[src/source/node_pkg.sv]
// Shared widths, types and state encodings for the logic node, imported by every node block
package node_pkg;

    // ==============================
    // Widths
    // ==============================

    // Bit index width, 8 inputs and 8 outputs
    localparam int IOR_WIDTH  = 3;
    // Instruction address width, 16 program slots
    localparam int ADDR_WIDTH = 4;

    // ==============================
    // Types
    // ==============================

    typedef logic [IOR_WIDTH-1:0]  io_index_t;
    typedef logic [ADDR_WIDTH-1:0] instr_addr_t;
    // Indexed by {b, a}
    typedef logic [3:0]            truth_table_t;

    // One program word, 16 bits wide
    typedef struct packed {
        // Unused, keeps the word at 16 bits
        logic         spare;
        logic         src_a_is_reg;
        io_index_t    src_a;
        logic         src_b_is_reg;
        io_index_t    src_b;
        truth_table_t truth_table;
        io_index_t    target;
    } node_instr_t;

    // Instruction memory request, sent by the loader and the core
    typedef struct packed {
        instr_addr_t addr;
        logic        wr_en;
        node_instr_t wdata;
    } mem_req_t;

    // Evaluation core sequencer
    typedef enum logic [1:0] {
        IDLE,
        FETCH,
        DRAIN,
        DONE
    } core_state_t;

endpackage : node_pkg

[src/source/node_core.sv]
// Evaluation core, fetches the program and applies each truth table to the output register
`timescale 1ns/1ns

module node_core
    import node_pkg::*;
#(
    parameter int INPUTS  = 8,
    parameter int OUTPUTS = 8
) (
    input  logic               clk_i,
    input  logic               arst_n_i,
    // From the input block
    input  logic               trigger_i,
    input  logic [INPUTS-1:0]  inputs_i,
    // Number of instructions to run
    input  instr_addr_t        prog_len_i,
    // Memory port through the arbiter
    input  logic               gnt_i,
    input  logic               rvalid_i,
    input  node_instr_t        rdata_i,
    output mem_req_t           req_o,
    output logic               req_valid_o,
    // Result
    output logic               eval_done_o,
    output logic [OUTPUTS-1:0] outputs_o
);

    // ==============================
    // State
    // ==============================

    core_state_t          state_q, state_d;
    instr_addr_t          fetch_q, fetch_d;
    // Reads issued but not yet returned
    logic [ADDR_WIDTH:0]  in_flight_q, in_flight_d;
    logic                 pending_q, pending_d;
    logic                 start;
    logic                 last_fetch;
    logic [INPUTS-1:0]    snapshot_q;
    logic [OUTPUTS-1:0]   out_q;
    logic                 op_a, op_b;

    assign last_fetch  = (fetch_q == prog_len_i - 1'b1);
    assign req_valid_o = (state_q == FETCH);
    assign req_o       = '{addr: fetch_q, wr_en: 1'b0, wdata: '0};
    assign eval_done_o = (state_q == DONE);
    assign outputs_o   = out_q;

    // Outstanding read count
    always_comb begin : p_in_flight
        in_flight_d = in_flight_q;
        if (gnt_i) begin
            in_flight_d = in_flight_d + 1'b1;
        end
        if (rvalid_i) begin
            in_flight_d = in_flight_d - 1'b1;
        end
    end

    // ==============================
    // Sequencer
    // ==============================

    always_comb begin : p_next
        state_d   = state_q;
        fetch_d   = fetch_q;
        pending_d = pending_q;
        start     = 1'b0;
        case (state_q)
            IDLE: start = trigger_i;
            FETCH: begin
                pending_d = pending_q || trigger_i;
                // Address held until granted
                if (gnt_i) begin
                    fetch_d = fetch_q + 1'b1;
                    if (last_fetch) state_d = DRAIN;
                end
            end
            DRAIN: begin
                pending_d = pending_q || trigger_i;
                if (in_flight_d == '0) state_d = DONE;
            end
            default: begin
                // Rerun once for any trigger seen while busy
                if (pending_q || trigger_i) begin
                    start     = 1'b1;
                    pending_d = 1'b0;
                end else begin
                    state_d = IDLE;
                end
            end
        endcase
        // Empty program finishes at once
        if (start) begin
            fetch_d = '0;
            state_d = (prog_len_i == '0) ? DONE : FETCH;
        end
    end

    // Operand select, live outputs give program order
    assign op_a = rdata_i.src_a_is_reg ? out_q[rdata_i.src_a] : snapshot_q[rdata_i.src_a];
    assign op_b = rdata_i.src_b_is_reg ? out_q[rdata_i.src_b] : snapshot_q[rdata_i.src_b];

    always_ff @(posedge clk_i or negedge arst_n_i) begin
        if (!arst_n_i) begin
            state_q     <= IDLE;
            fetch_q     <= '0;
            in_flight_q <= '0;
            pending_q   <= 1'b0;
            out_q       <= '0;
        end else begin
            state_q     <= state_d;
            fetch_q     <= fetch_d;
            in_flight_q <= in_flight_d;
            pending_q   <= pending_d;
            // Truth table lookup into the target bit
            if (rvalid_i) begin
                out_q[rdata_i.target] <= rdata_i.truth_table[{op_b, op_a}];
            end
        end
    end

    // Inputs frozen for the whole run
    always_ff @(posedge clk_i) begin
        if (start) begin
            snapshot_q <= inputs_i;
        end
    end

endmodule : node_core

[src/source/node_inputs.sv]
// Input state tracking for the node, turns signal updates and host triggers into core triggers
`timescale 1ns/1ns

module node_inputs
    import node_pkg::*;
#(
    parameter int INPUTS = 8
) (
    input  logic              clk_i,
    input  logic              arst_n_i,
    // Host trigger, copies next state into current state
    input  logic              trigger_i,
    // External signal update
    input  io_index_t         sig_index_i,
    input  logic              sig_is_seq_i,
    input  logic              sig_state_i,
    input  logic              sig_valid_i,
    // Output loopback, always sequential
    input  io_index_t         loopback_index_i,
    input  logic              loopback_state_i,
    input  logic              loopback_valid_i,
    // To the core
    output logic              core_trigger_o,
    output logic [INPUTS-1:0] core_inputs_o
);

    // ==============================
    // State
    // ==============================

    logic              first_cycle_q, first_cycle_d;
    logic [INPUTS-1:0] curr_q, curr_d;
    logic [INPUTS-1:0] next_q, next_d;
    logic              trigger_q, trigger_d;

    assign core_trigger_o = trigger_q;
    assign core_inputs_o  = curr_q;

    // ==============================
    // Update merge
    // ==============================

    always_comb begin : p_update
        first_cycle_d = first_cycle_q;
        curr_d        = curr_q;
        next_d        = next_q;
        trigger_d     = 1'b0;

        // Host trigger, any difference re-runs the program
        if (trigger_i) begin
            trigger_d     = (curr_q != next_q) || first_cycle_q;
            curr_d        = next_q;
            first_cycle_d = 1'b0;
        end

        // Signal update always lands in the next state
        if (sig_valid_i) begin
            next_d[sig_index_i] = sig_state_i;
            // Combinational inputs take effect at once
            if (!sig_is_seq_i) begin
                curr_d[sig_index_i] = sig_state_i;
                if (curr_q[sig_index_i] != sig_state_i) begin
                    trigger_d = 1'b1;
                end
            end
        end

        // Loopbacks only touch next state, so no evaluation loop can form
        if (loopback_valid_i) begin
            next_d[loopback_index_i] = loopback_state_i;
        end
    end

    always_ff @(posedge clk_i or negedge arst_n_i) begin
        if (!arst_n_i) begin
            first_cycle_q <= 1'b1;
            curr_q        <= '0;
            next_q        <= '0;
            trigger_q     <= 1'b0;
        end else begin
            first_cycle_q <= first_cycle_d;
            curr_q        <= curr_d;
            next_q        <= next_d;
            trigger_q     <= trigger_d;
        end
    end

endmodule : node_inputs

[src/source/node_instr_loader.sv]
// Host load port, holds one instruction write until the arbiter grants it
`timescale 1ns/1ns

module node_instr_loader
    import node_pkg::*;
(
    input  logic        clk_i,
    input  logic        arst_n_i,
    // Host write strobe
    input  logic        load_valid_i,
    input  instr_addr_t load_addr_i,
    input  node_instr_t load_instr_i,
    // Arbiter side
    input  logic        gnt_i,
    output mem_req_t    req_o,
    output logic        req_valid_o,
    output logic        load_busy_o
);

    logic     busy_q;
    mem_req_t req_q;
    logic     accept;

    // New writes only when nothing is held, others are dropped
    assign accept = load_valid_i && !busy_q;

    always_ff @(posedge clk_i or negedge arst_n_i) begin
        if (!arst_n_i) begin
            busy_q <= 1'b0;
        end else if (busy_q && gnt_i) begin
            busy_q <= 1'b0;
        end else if (accept) begin
            busy_q <= 1'b1;
        end
    end

    // Held write request
    always_ff @(posedge clk_i) begin
        if (accept) begin
            req_q <= '{addr: load_addr_i, wr_en: 1'b1, wdata: load_instr_i};
        end
    end

    assign req_o       = req_q;
    assign req_valid_o = busy_q;
    assign load_busy_o = busy_q;

endmodule : node_instr_loader

[src/source/node_instr_ram.sv]
// Single-port instruction memory holding the node program, fed through the memory arbiter
`timescale 1ns/1ns

module node_instr_ram
    import node_pkg::*;
(
    input  logic        clk_i,
    input  mem_req_t    req_i,
    input  logic        en_i,
    output node_instr_t rdata_o
);

    localparam int DEPTH = 2 ** ADDR_WIDTH;

    // Program storage
    node_instr_t mem [DEPTH];

    // Write or registered read, one access per cycle
    always_ff @(posedge clk_i) begin
        if (en_i) begin
            if (req_i.wr_en) begin
                mem[req_i.addr] <= req_i.wdata;
            end else begin
                // Data appears the cycle after the read
                rdata_o <= mem[req_i.addr];
            end
        end
    end

endmodule : node_instr_ram

[src/source/node_mem_arbiter.sv]
// Fixed-priority arbiter sharing the instruction memory between the host loader and the core
`timescale 1ns/1ns

module node_mem_arbiter
    import node_pkg::*;
(
    input  logic     clk_i,
    input  logic     arst_n_i,
    // Loader side, highest priority
    input  mem_req_t loader_req_i,
    input  logic     loader_req_valid_i,
    // Core side
    input  mem_req_t core_req_i,
    input  logic     core_req_valid_i,
    // Grants, same cycle as the request
    output logic     loader_gnt_o,
    output logic     core_gnt_o,
    // Core read data valid
    output logic     core_rvalid_o,
    // RAM port
    output mem_req_t ram_req_o,
    output logic     ram_en_o
);

    logic rvalid_q;

    // ==============================
    // Grant
    // ==============================

    // Loader always wins
    assign loader_gnt_o = loader_req_valid_i;
    assign core_gnt_o   = core_req_valid_i && !loader_req_valid_i;

    // Winning request goes to the RAM
    assign ram_req_o = loader_req_valid_i ? loader_req_i : core_req_i;
    assign ram_en_o  = loader_req_valid_i || core_req_valid_i;

    // ==============================
    // Read return
    // ==============================

    // Loader only writes, so only core reads return data
    always_ff @(posedge clk_i or negedge arst_n_i) begin
        if (!arst_n_i) begin
            rvalid_q <= 1'b0;
        end else begin
            rvalid_q <= core_gnt_o && !core_req_i.wr_en;
        end
    end

    assign core_rvalid_o = rvalid_q;

endmodule : node_mem_arbiter

[src/source/node_outputs.sv]
// Output change detector, emits one update per changed bit and drives the loopback path
`timescale 1ns/1ns

module node_outputs
    import node_pkg::*;
#(
    parameter int OUTPUTS = 8
) (
    input  logic               clk_i,
    input  logic               arst_n_i,
    // From the core
    input  logic               eval_done_i,
    input  logic [OUTPUTS-1:0] outputs_i,
    // Outputs looped back as sequential inputs
    input  logic [OUTPUTS-1:0] loopback_mask_i,
    // Output updates
    output io_index_t          out_index_o,
    output logic               out_state_o,
    output logic               out_valid_o,
    // Loopback updates
    output io_index_t          loopback_index_o,
    output logic               loopback_state_o,
    output logic               loopback_valid_o
);

    // Last emitted values
    logic [OUTPUTS-1:0] held_q, held_d;
    // Bits still to send
    logic [OUTPUTS-1:0] pend_q, pend_d;
    // Latest evaluated values
    logic [OUTPUTS-1:0] val_q;
    io_index_t          pick;
    logic               found;

    // Lowest pending bit first
    always_comb begin : p_pick
        found = 1'b0;
        pick  = '0;
        for (int i = 0; i < OUTPUTS; i++) begin
            if (pend_q[i] && !found) begin
                found = 1'b1;
                pick  = io_index_t'(i);
            end
        end
    end

    assign out_valid_o      = found;
    assign out_index_o      = pick;
    assign out_state_o      = val_q[pick];
    assign loopback_valid_o = found && loopback_mask_i[pick];
    assign loopback_index_o = pick;
    assign loopback_state_o = val_q[pick];

    always_comb begin : p_next
        held_d = held_q;
        pend_d = pend_q;
        if (found) begin
            held_d[pick] = val_q[pick];
            pend_d[pick] = 1'b0;
        end
        // New result replaces the mask, still-pending bits fall out of the compare
        if (eval_done_i) begin
            pend_d = outputs_i ^ held_d;
        end
    end

    always_ff @(posedge clk_i or negedge arst_n_i) begin
        if (!arst_n_i) begin
            held_q <= '0;
            pend_q <= '0;
            val_q  <= '0;
        end else begin
            held_q <= held_d;
            pend_q <= pend_d;
            if (eval_done_i) val_q <= outputs_i;
        end
    end

endmodule : node_outputs

[src/source/node_top.sv]
// Top level of one logic node, wires the input, memory, core and output blocks together
`timescale 1ns/1ns

module node_top
    import node_pkg::*;
#(
    parameter int INPUTS  = 8,
    parameter int OUTPUTS = 8
) (
    input  logic               clk_i,
    input  logic               arst_n_i,
    input  logic               trigger_i,
    // External signal update
    input  io_index_t          sig_index_i,
    input  logic               sig_is_seq_i,
    input  logic               sig_state_i,
    input  logic               sig_valid_i,
    // Program load
    input  logic               load_valid_i,
    input  instr_addr_t        load_addr_i,
    input  node_instr_t        load_instr_i,
    input  instr_addr_t        prog_len_i,
    input  logic [OUTPUTS-1:0] loopback_mask_i,
    // Output updates
    output io_index_t          out_index_o,
    output logic               out_state_o,
    output logic               out_valid_o,
    output logic               eval_done_o,
    output logic               load_busy_o
);

    // ==============================
    // Internal wiring
    // ==============================

    logic               core_trigger, eval_done;
    logic [INPUTS-1:0]  core_inputs;
    logic [OUTPUTS-1:0] out_state;
    io_index_t          lb_index;
    logic               lb_state, lb_valid;
    mem_req_t           loader_req, core_req, ram_req;
    logic               loader_req_valid, core_req_valid, ram_en;
    logic               loader_gnt, core_gnt, core_rvalid;
    node_instr_t        ram_rdata;

    assign eval_done_o = eval_done;

    node_inputs #(.INPUTS(INPUTS)) u_inputs (
        .clk_i, .arst_n_i, .trigger_i, .sig_index_i, .sig_is_seq_i, .sig_state_i, .sig_valid_i,
        .loopback_index_i(lb_index), .loopback_state_i(lb_state), .loopback_valid_i(lb_valid),
        .core_trigger_o(core_trigger), .core_inputs_o(core_inputs)
    );

    node_instr_loader u_loader (
        .clk_i, .arst_n_i, .load_valid_i, .load_addr_i, .load_instr_i,
        .gnt_i(loader_gnt), .req_o(loader_req), .req_valid_o(loader_req_valid), .load_busy_o
    );

    node_mem_arbiter u_arbiter (
        .clk_i, .arst_n_i,
        .loader_req_i(loader_req), .loader_req_valid_i(loader_req_valid),
        .core_req_i(core_req), .core_req_valid_i(core_req_valid),
        .loader_gnt_o(loader_gnt), .core_gnt_o(core_gnt), .core_rvalid_o(core_rvalid),
        .ram_req_o(ram_req), .ram_en_o(ram_en)
    );

    node_instr_ram u_ram (.clk_i, .req_i(ram_req), .en_i(ram_en), .rdata_o(ram_rdata));

    node_core #(.INPUTS(INPUTS), .OUTPUTS(OUTPUTS)) u_core (
        .clk_i, .arst_n_i, .trigger_i(core_trigger), .inputs_i(core_inputs), .prog_len_i,
        .gnt_i(core_gnt), .rvalid_i(core_rvalid), .rdata_i(ram_rdata),
        .req_o(core_req), .req_valid_o(core_req_valid),
        .eval_done_o(eval_done), .outputs_o(out_state)
    );

    node_outputs #(.OUTPUTS(OUTPUTS)) u_outputs (
        .clk_i, .arst_n_i, .eval_done_i(eval_done), .outputs_i(out_state), .loopback_mask_i,
        .out_index_o, .out_state_o, .out_valid_o,
        .loopback_index_o(lb_index), .loopback_state_o(lb_state), .loopback_valid_o(lb_valid)
    );

endmodule : node_top

[config.mk]
export PLATFORM = sky130hd
export DESIGN_NAME = node_top
export DESIGN_NICKNAME = d
export VERILOG_FILES = /design/src/source/node_pkg.sv /design/src/source/node_core.sv /design/src/source/node_inputs.sv /design/src/source/node_instr_loader.sv /design/src/source/node_instr_ram.sv /design/src/source/node_mem_arbiter.sv /design/src/source/node_outputs.sv /design/src/source/node_top.sv
export SDC_FILE = /design/constraint.sdc
export NUM_CORES = 1
export LEC_CHECK = 0
export ABC_AREA = 0
export BUFFER_PORTS_ARGS = -buffer_cell sky130_fd_sc_hd__buf_2
export CAP_MARGIN = 15
export CORE_MARGIN = 2
export CORE_UTILIZATION = 50
export CTS_CLUSTER_DIAMETER = 40
export CTS_CLUSTER_SIZE = 30
export DETAILED_ROUTE_END_ITERATION = 10
export PLACE_DENSITY = 0.7
export SYNTH_ARGS = -nofsm -noshare
export SYNTH_HDL_FRONTEND = slang
export SYNTH_SLANG_ARGS = --single-unit
[constraint.sdc]
create_clock -name clk_i -period 3.6 [get_ports clk_i]
set_clock_uncertainty 0.15 [all_clocks]
set_input_delay 0.36 -clock clk_i [delete_from_list [all_inputs] [get_ports clk_i]]
set_output_delay 0.36 -clock clk_i [all_outputs]
set_load 0.005 [all_outputs]
==> flow_summary.ini, run 1 <==
[status]
run_status = complete, no violations

[pwr]
pwr-share-comb_pct = 25.9
p_sw_w = 0.00394
pwr-share-clk_pct = 31.0
ir_drop_uv = 457
p_seq_share_pct = 43.1
internal_power_w = 0.00875
cellLeakagePower_nw = 6.07
netSwitchingFraction_pct = 31.1
powerDensity_mw_per_mm2 = 740

[synthesis]
netlist_instances = 909
yosysMostFrequentCell = edfxtp_1
synth-simple-area-share_pct = 7.56
synth_top_family_by_area = multiplexers
syn_nets = 960
synth_cell_type_count = 56
synth_enable_flop_cells = 282
syn_area_sq_mm = 0.0147
yosysSeqAreaShare_pct = 68.4
synth_ff_type = edfxtp_1
muxShareOfSynthArea_pct = 14.2
synthXorXnorAreaFrac_pct = 2.26
syn_area_per_cell_sq_um = 16.2
ys_warn_count = 0
synth_top_area_share_pct = 57.5
yosysTopAreaCell = edfxtp_1
synth.cells.most_frequent = 282 x edfxtp_1, 69 x mux4_2, 64 x nand2_1
ys_seq_elements = 346
synth_area_leaders = edfxtp_1 58%, dfrtp_1 11%, mux4_2 11%, mux2_2 2.0%, nand2_1 1.6%
async_flop_share_pct = 18.5
synth-adder-area-share_pct = 0.765
synth_compound_area_share_pct = 5.23

[timing]
setup-violations-final = 0
worst_pin_slew_ns = 1.06
rsz0062_at_grt = no
final-max-slew-violation-count = 0
hold_violations = 0
clock.fmax_mhz = 298
finalCritPeriodShare_pct = 93.1
setup_tns_ns = 0
slew_headroom_pct = 28.8
fin_crit_ns = 3.35

[worst_setup_path]
arrival_ns = 3.64
startpoint_type = flop
worstPathRequired_ns = 3.89
crit_fanout = 12
cp_slowest_cell = dfrtp_1
setup.worst_path.class = flop to flop
max_stage_delay_ns = 0.44
path_cells = inv_1, ha_1, nor2b_1, buf_4, mux2i_1, ha_1, nand2_1, a2111oi_0, a31o_2, xor2_1, o31a_1, nor4_1, mux2i_1
cp-end-kind = flop

[global_route]
grt_pass1_vias = 8336
grt_pass1_wl_um = 47200
grt_antenna_before_repair = 0
grt_max_degree = 36
grt-ovfl-total = 0
grt_usage_pct = 20.1

[clocking]
worstSkewPairLatency_ns = 0.53
cts_hold_buf = 21
cts_resized = 0
cts_root_buffer = clkbuf_16
numCtsBuffers = 40
clockBufferDepth = 3
htree_levels = 2
clk_pin_slew_ns = 0.05
cts_tree = yes
postCtsSetupBuffers = 0
cts_sinks = 346

[route]
drtIter0Drc = 775
post_drt_wl_per_cell_um = 21.2
viasPerCell = 5.78
vias = 8241
drc = 0
wirelength_um = 30200
antenna_left = 0
drt_pass1_iterations = 5

[floorplan]
start_util_pct = 51.0
die_w_um = 176
dieArea_sq_mm = 0.0308
rows = 62
io_pins = 49
core_area_sq_mm = 0.0289
die_h_um = 176

[cells_and_area]
regArea_sq_mm = 0.0101
synthToLayoutAreaGrowth_pct = 16.5
multi_input_area_sq_mm = 0.00449
drive_gt1_share_pct = 25.6
fin_nets = 1063
fillers = 2178
diodes = 0
final_cell_count_no_fill = 1427

[placement]
placedCellCount = 1333
io_buffers = 47
hpwl_um = 18900
place.gp.congestion = 0.825

[min_path]
hold_path_class = primary input to flop

[job]
drv_cap = 0
[per-stage QoR]
step           instance area, sq um  worst slack, ns  util (%)  hold WS [ns]  power (W)
2_1_floorplan                 14700            0.503         -       -0.0856    0.00792
3_3_place_gp                  15600            0.326      54.2         0.196    0.00877
3_5_place_dp                  15600            0.248      54.2         0.194    0.00883
4_1_cts                       17200            0.247      59.4        0.0211     0.0128
5_1_grt                       17200           0.0143      59.4        0.0451     0.0134
6_report                      17200            0.247      59.4        0.0288     0.0127
[kinds of logic (layout without fill, tap and decap cells)]
family | Yosys count | after routing
DFF | 346 | 346
and+or+nand+nor | 223 | 223
AOI/OAI and AO/OA | 119 | 119
muxes | 119 | 119
buffers and inverters | 55 | 189
xor gates and xnor gates | 38 | 38
adders and majority gates | 9 | 9
[layout make-up]
class	instances	area share [%]
inverters	12	0.263
clock buffers	45	6.07
repair buffers	104	4.39
multi-input cells	508	26.2
clock inverters	28	1.55
flip-flops and latches	346	58.7
well taps	384	2.80
[state kept, by name (all words and copies together), names as in the netlist]
| signal | flops |
|---|---|
| u_arbiter.core_rvalid_o | 1 |
| u_core.fetch_q | 4 |
| u_core.in_flight_q | 5 |
| u_core.outputs_o | 8 |
| u_core.pending_q | 1 |
| u_core.snapshot_q | 8 |
| u_core.state_q | 2 |
| u_inputs.core_inputs_o | 8 |
| u_inputs.core_trigger_o | 1 |
| u_inputs.first_cycle_q | 1 |
| u_inputs.next_q | 8 |
| u_loader.load_busy_o | 1 |
| u_loader.req_o | 19 |
| u_outputs.held_q | 8 |
| u_outputs.pend_q | 8 |
| u_outputs.val_q | 8 |
| u_ram.mem | 240 |
| u_ram.rdata_o | 15 |
[path summary, 6_finish.rpt]
check                                                start                                  to  slack, ns  depth (start not counted)
max                          u_core.state_q[1]$_DFFE_PN0P_       u_core.state_q[0]$_DFFE_PN0P_       0.25                         13
min                                              trigger_i  u_inputs.first_cycle_q$_DFFE_PN1P_       0.03                          2
max reg2reg                  u_core.state_q[1]$_DFFE_PN0P_       u_core.state_q[0]$_DFFE_PN0P_       0.25                         13
min reg2reg                u_core.in_flight_q[4]$_DFF_PN0_     u_core.in_flight_q[4]$_DFF_PN0_       0.33                          1
max in group asynchronous                         arst_n_i     u_core.outputs_o[7]$_DFFE_PN0P_       2.36                          3
min in group asynchronous                         arst_n_i     u_core.outputs_o[5]$_DFFE_PN0P_       0.17                          2
[metal layers]
metal / GRT usage (%) / vias to the layer above / share of wire (%) / routed length (um)
met5: 0 / - / 0 / 0
met4: 6.99 / 0 / 3.0 / 907
met3: 3.20 / 61 / 5.4 / 1630
met2: 34.2 / 273 / 50 / 15200
met1: 26.7 / 4152 / 41 / 12500
li1: - / 3755 / - / -
[power groups by stage]
stage / Combinational [W] / Clock (W) / Sequential (W)
6_report: 0.00329 / 0.00393 / 0.00547
5_1_grt: 0.00367 / 0.00416 / 0.00553
4_1_cts: 0.00333 / 0.00401 / 0.00547
3_5_place_dp: 0.00329 / 0 / 0.00554
3_3_place_gp: 0.00324 / 0 / 0.00553
2_1_floorplan: 0.00265 / 0 / 0.00528
[cell usage in the layout, fill, tap and decap left out, drive strengths merged, types with 10 or more instances in the layout]
cell type    instances
a211oi              17
a21oi               26
a31oi               24
and2                33
buf                 83
clkbuf              45
clkinv              11
dfrtp               63
dlygate4sd3         21
edfxtp             282
inv                 25
mux2                27
mux2i               23
mux4                69
nand2               64
nand3               10
nor2                51
nor2b               11
nor3                16
o21ai               26
xnor2               26
xor2                12
[worst max-delay path: cells and delay by family, from the launching register on]
kind / cells / cell delay, ns
flip-flops: 1 / 0.44
buffers and inverters: 2 / 0.30
adder cells (fa/ha/maj): 2 / 0.42
multiplexers: 2 / 0.48
AO/OA/AOI/OAI: 3 / 0.91
XOR/XNOR: 1 / 0.09
AND/OR/NAND/NOR: 3 / 0.48
Power figures use the tool's default switching activity.
==> run 2, diff against run 1 <==
--- a/config.mk
+++ b/config.mk
@@ -5,7 +5,7 @@
 export SDC_FILE = /design/constraint.sdc
 export NUM_CORES = 1
 export LEC_CHECK = 0
-export ABC_AREA = 0
+export ABC_AREA = 1
 export BUFFER_PORTS_ARGS = -buffer_cell sky130_fd_sc_hd__buf_2
 export CAP_MARGIN = 15
 export CORE_MARGIN = 2
==> run 2 against run 1 <==
Against the previous run:
- global-route usage grew 2.3 points
- power grew 7.1%
- clock power grew 13%
- via count grew 27%
- worst setup slack gained 0.22 ns
- clock-buffer cell count grew 1
- synthesized cell count grew 45%
- sequential share of layout area shrank 1.4 points
- wire length grew 15%
- largest cell class unchanged
- largest power group unchanged
==> flow_summary.ini, run 2 <==
[status]
run_status = complete, no violations

[placement]
place.gp.congestion = 0.863
hpwl_um = 21800
io_buffers = 47
placedCellCount = 1740

[cells_and_area]
top_register = u_ram.mem
fillers = 2329
drive_gt1_share_pct = 15.4
fin_nets = 1468
synthToLayoutAreaGrowth_pct = 17.2
final_cell_count_no_fill = 1840
largest_reg_flops = 240
diodes = 0
final_cell_mix = 282 x edfxtp_1, 235 x nand2_1, 232 x nand3_1
layout_commonest_cell = edfxtp_1

[clocking]
cts_tree = yes
worstSkewPairLatency_ns = 0.55
cts_sinks = 346
clk_pin_slew_ns = 0.06
cts_resized = 0
numCtsBuffers = 42
cts_hold_buf = 23
cts_root_buffer = clkbuf_16
clockBufferDepth = 3
htree_levels = 2
postCtsSetupBuffers = 0

[route]
drt_pass1_iterations = 5
drtIter0Drc = 1032
vias = 10400
drc = 0
post_drt_wl_per_cell_um = 18.9
antenna_left = 0
wirelength_um = 34800
viasPerCell = 5.67

[global_route]
grt_antenna_before_repair = 2
grt_max_degree = 75
grt-ovfl-total = 0
grt_pass1_wl_um = 54100
grt_pass1_vias = 10100
grt_usage_pct = 22.4

[synthesis]
synth_area_leaders = edfxtp_1 56%, dfrtp_1 11%, nand3_1 7.7%, nand2_1 5.9%, a22oi_1 3.1%
synth_top_area_share_pct = 56.5
yosysMostFrequentCell = edfxtp_1
ys_warn_count = 0
syn_area_sq_mm = 0.0150
syn_nets = 1369
ys_seq_elements = 346
synth_ff_type = edfxtp_1
yosysTopAreaCell = edfxtp_1
synth_enable_flop_cells = 282
synth.cells.most_frequent = 282 x edfxtp_1, 236 x nand2_1, 232 x nand3_1
syn_area_per_cell_sq_um = 11.4
async_flop_share_pct = 18.5
synth_cell_type_count = 49
yosysSeqAreaShare_pct = 67.2
netlist_instances = 1318

[worst_setup_path]
crit_fanout = 10
max_stage_delay_ns = 0.62
timing.rr.start = u_loader.load_busy_o$_DFF_PN0_
r2r.worst_path.cells = 9
path_cells = o21ai_0, nand2_1, nor2_2, nand3_2, nand2_4, inv_2, nand2_8, buf_2
r2r_slack_ns = 0.71
regToRegEndpoint = u_ram.rdata_o[5]$_DFFE_PP_
path_buf_inv = 2
cp-end-kind = output pin
cp_slowest_cell = o21ai_0
startpoint_type = flop
setup.worst_path.class = flop to output pin
worstPathRequired_ns = 3.09
arrival_ns = 2.62
crit_family = simple AND/OR/NAND/NOR gates

[pwr]
powerDensity_mw_per_mm2 = 774
pwr-share-comb_pct = 28.7
ir_drop_uv = 430
p_sw_w = 0.00481
p_seq_share_pct = 38.6
cellLeakagePower_nw = 6.88
pwr-share-clk_pct = 32.7
internal_power_w = 0.00880
netSwitchingFraction_pct = 35.3

[floorplan]
start_util_pct = 50.7
dieArea_sq_mm = 0.0314
io_pins = 49
die_w_um = 177
die_h_um = 177
core_area_sq_mm = 0.0296
rows = 63

[timing]
worst_pin_slew_ns = 1.03
hold_violations = 0
fin_crit_ns = 3.13
setup-violations-final = 0
finalCritPeriodShare_pct = 87.0
slew_headroom_pct = 31.4
final-max-slew-violation-count = 0
clock.fmax_mhz = 319
rsz0062_at_grt = no
setup_tns_ns = 0

[min_path]
min_to = u_inputs.core_inputs_o[0]$_DFF_PN0_
hold_start = sig_is_seq_i
worstHoldPathCells = 4
hold_path_class = primary input to flop

[job]
drv_cap = 0
-- run 2: cell count changes after synthesis, moves of 26 or more --
cell	delta
nand3_1	+222
mux4_2	-69
nand2_1	+172
mux2_2	-26
a22oi_1	+61
o21ai_0	+27
and2_1	-30
inv_1	+89
-- run 2: cells by family (layout without fill, tap and decap cells) --
| family | after synthesis | in the layout | share of synthesized area [%] |
|---|---|---|---|
| buf+inv | 169 | 301 | 4.50 |
| compound gates | 172 | 172 | 7.24 |
| xor+xnor | 11 | 11 | 0.642 |
| fa+ha+maj | 9 | 9 | 0.751 |
| mux | 1 | 1 | 0.0668 |
| simple gates | 610 | 610 | 19.6 |
| flops | 346 | 346 | 67.2 |
-- run 2: power groups by stage --
| stage | combinational, W | sequential, W | clock, W |
|---|---|---|---|
| after floorplan | 0.00294 | 0.00516 | 0 |
| after global routing | 0.00437 | 0.00530 | 0.00467 |
| after CTS | 0.00392 | 0.00524 | 0.00450 |
| final | 0.00391 | 0.00525 | 0.00445 |
| after global placement | 0.00377 | 0.00531 | 0 |
| after detailed placement | 0.00386 | 0.00532 | 0 |
-- run 2: worst register-to-register path: stages (launching register included) --
cell and delay (ns):
dfrtp_1 0.73, inv_2 0.12, nand2_1 0.11, nand2_2 0.21, inv_2 0.17, buf_4 0.60
nand3_1 0.22, nand3_1 0.15, nand2_1 0.07, nand4_1 0.18
-- run 2: per-stage QoR --
step                utilization (%)  worst slack (ns)  total power, W  cell area, sq um  hold WS, ns
finish                         59.5             0.469          0.0136             17600       0.0570
floorplan                         -             0.847         0.00810             15000      -0.0856
global route                   59.5             0.413          0.0143             17600       0.0566
detailed placement             53.6             0.751         0.00918             15800        0.267
global placement               53.6             0.771         0.00908             15800        0.255
CTS                            59.5             0.476          0.0137             17600       0.0476
-- run 2: final cells by class --
cell class                      instances  area (sq um)  share of cell area (%)
Clock buffer                           46          1090                    6.19
Clock inverter                         31           414                    2.36
Inverter                              111           417                    2.37
Multi-Input combinational cell        803          4290                    24.4
Sequential cell                       346         10100                    57.3
Tap cell                              390           488                    2.78
Timing Repair Buffer                  113           813                    4.63
-- run 2: worst max-delay path by stage --
stage | to | slack (ns) | cells past startpoint | start
2_1_floorplan | u_ram.mem[0][0]$_DFFE_PP_ | 0.85 | 9 | u_loader.load_busy_o$_DFF_PN0_
3_3_place_gp | u_ram.mem[5][11]$_DFFE_PP_ | 0.77 | 8 | u_loader.load_busy_o$_DFF_PN0_
3_5_place_dp | u_ram.mem[5][11]$_DFFE_PP_ | 0.75 | 8 | u_loader.load_busy_o$_DFF_PN0_
4_1_cts | out_state_o | 0.48 | 8 | u_outputs.pend_q[3]$_DFFE_PN0P_
5_1_grt | out_state_o | 0.41 | 8 | u_outputs.pend_q[3]$_DFFE_PN0P_
6_report | out_state_o | 0.47 | 8 | u_outputs.pend_q[3]$_DFFE_PN0P_
-- run 2: metal layers --
layer | GRT usage (%) | share of wire, % | vias to the layer above
met5 | 0 | 0.037 | -
met4 | 8.16 | 2.6 | 2
met3 | 3.89 | 6.8 | 84
met2 | 37.8 | 50 | 391
met1 | 29.2 | 41 | 5051
li1 | - | - | 4900
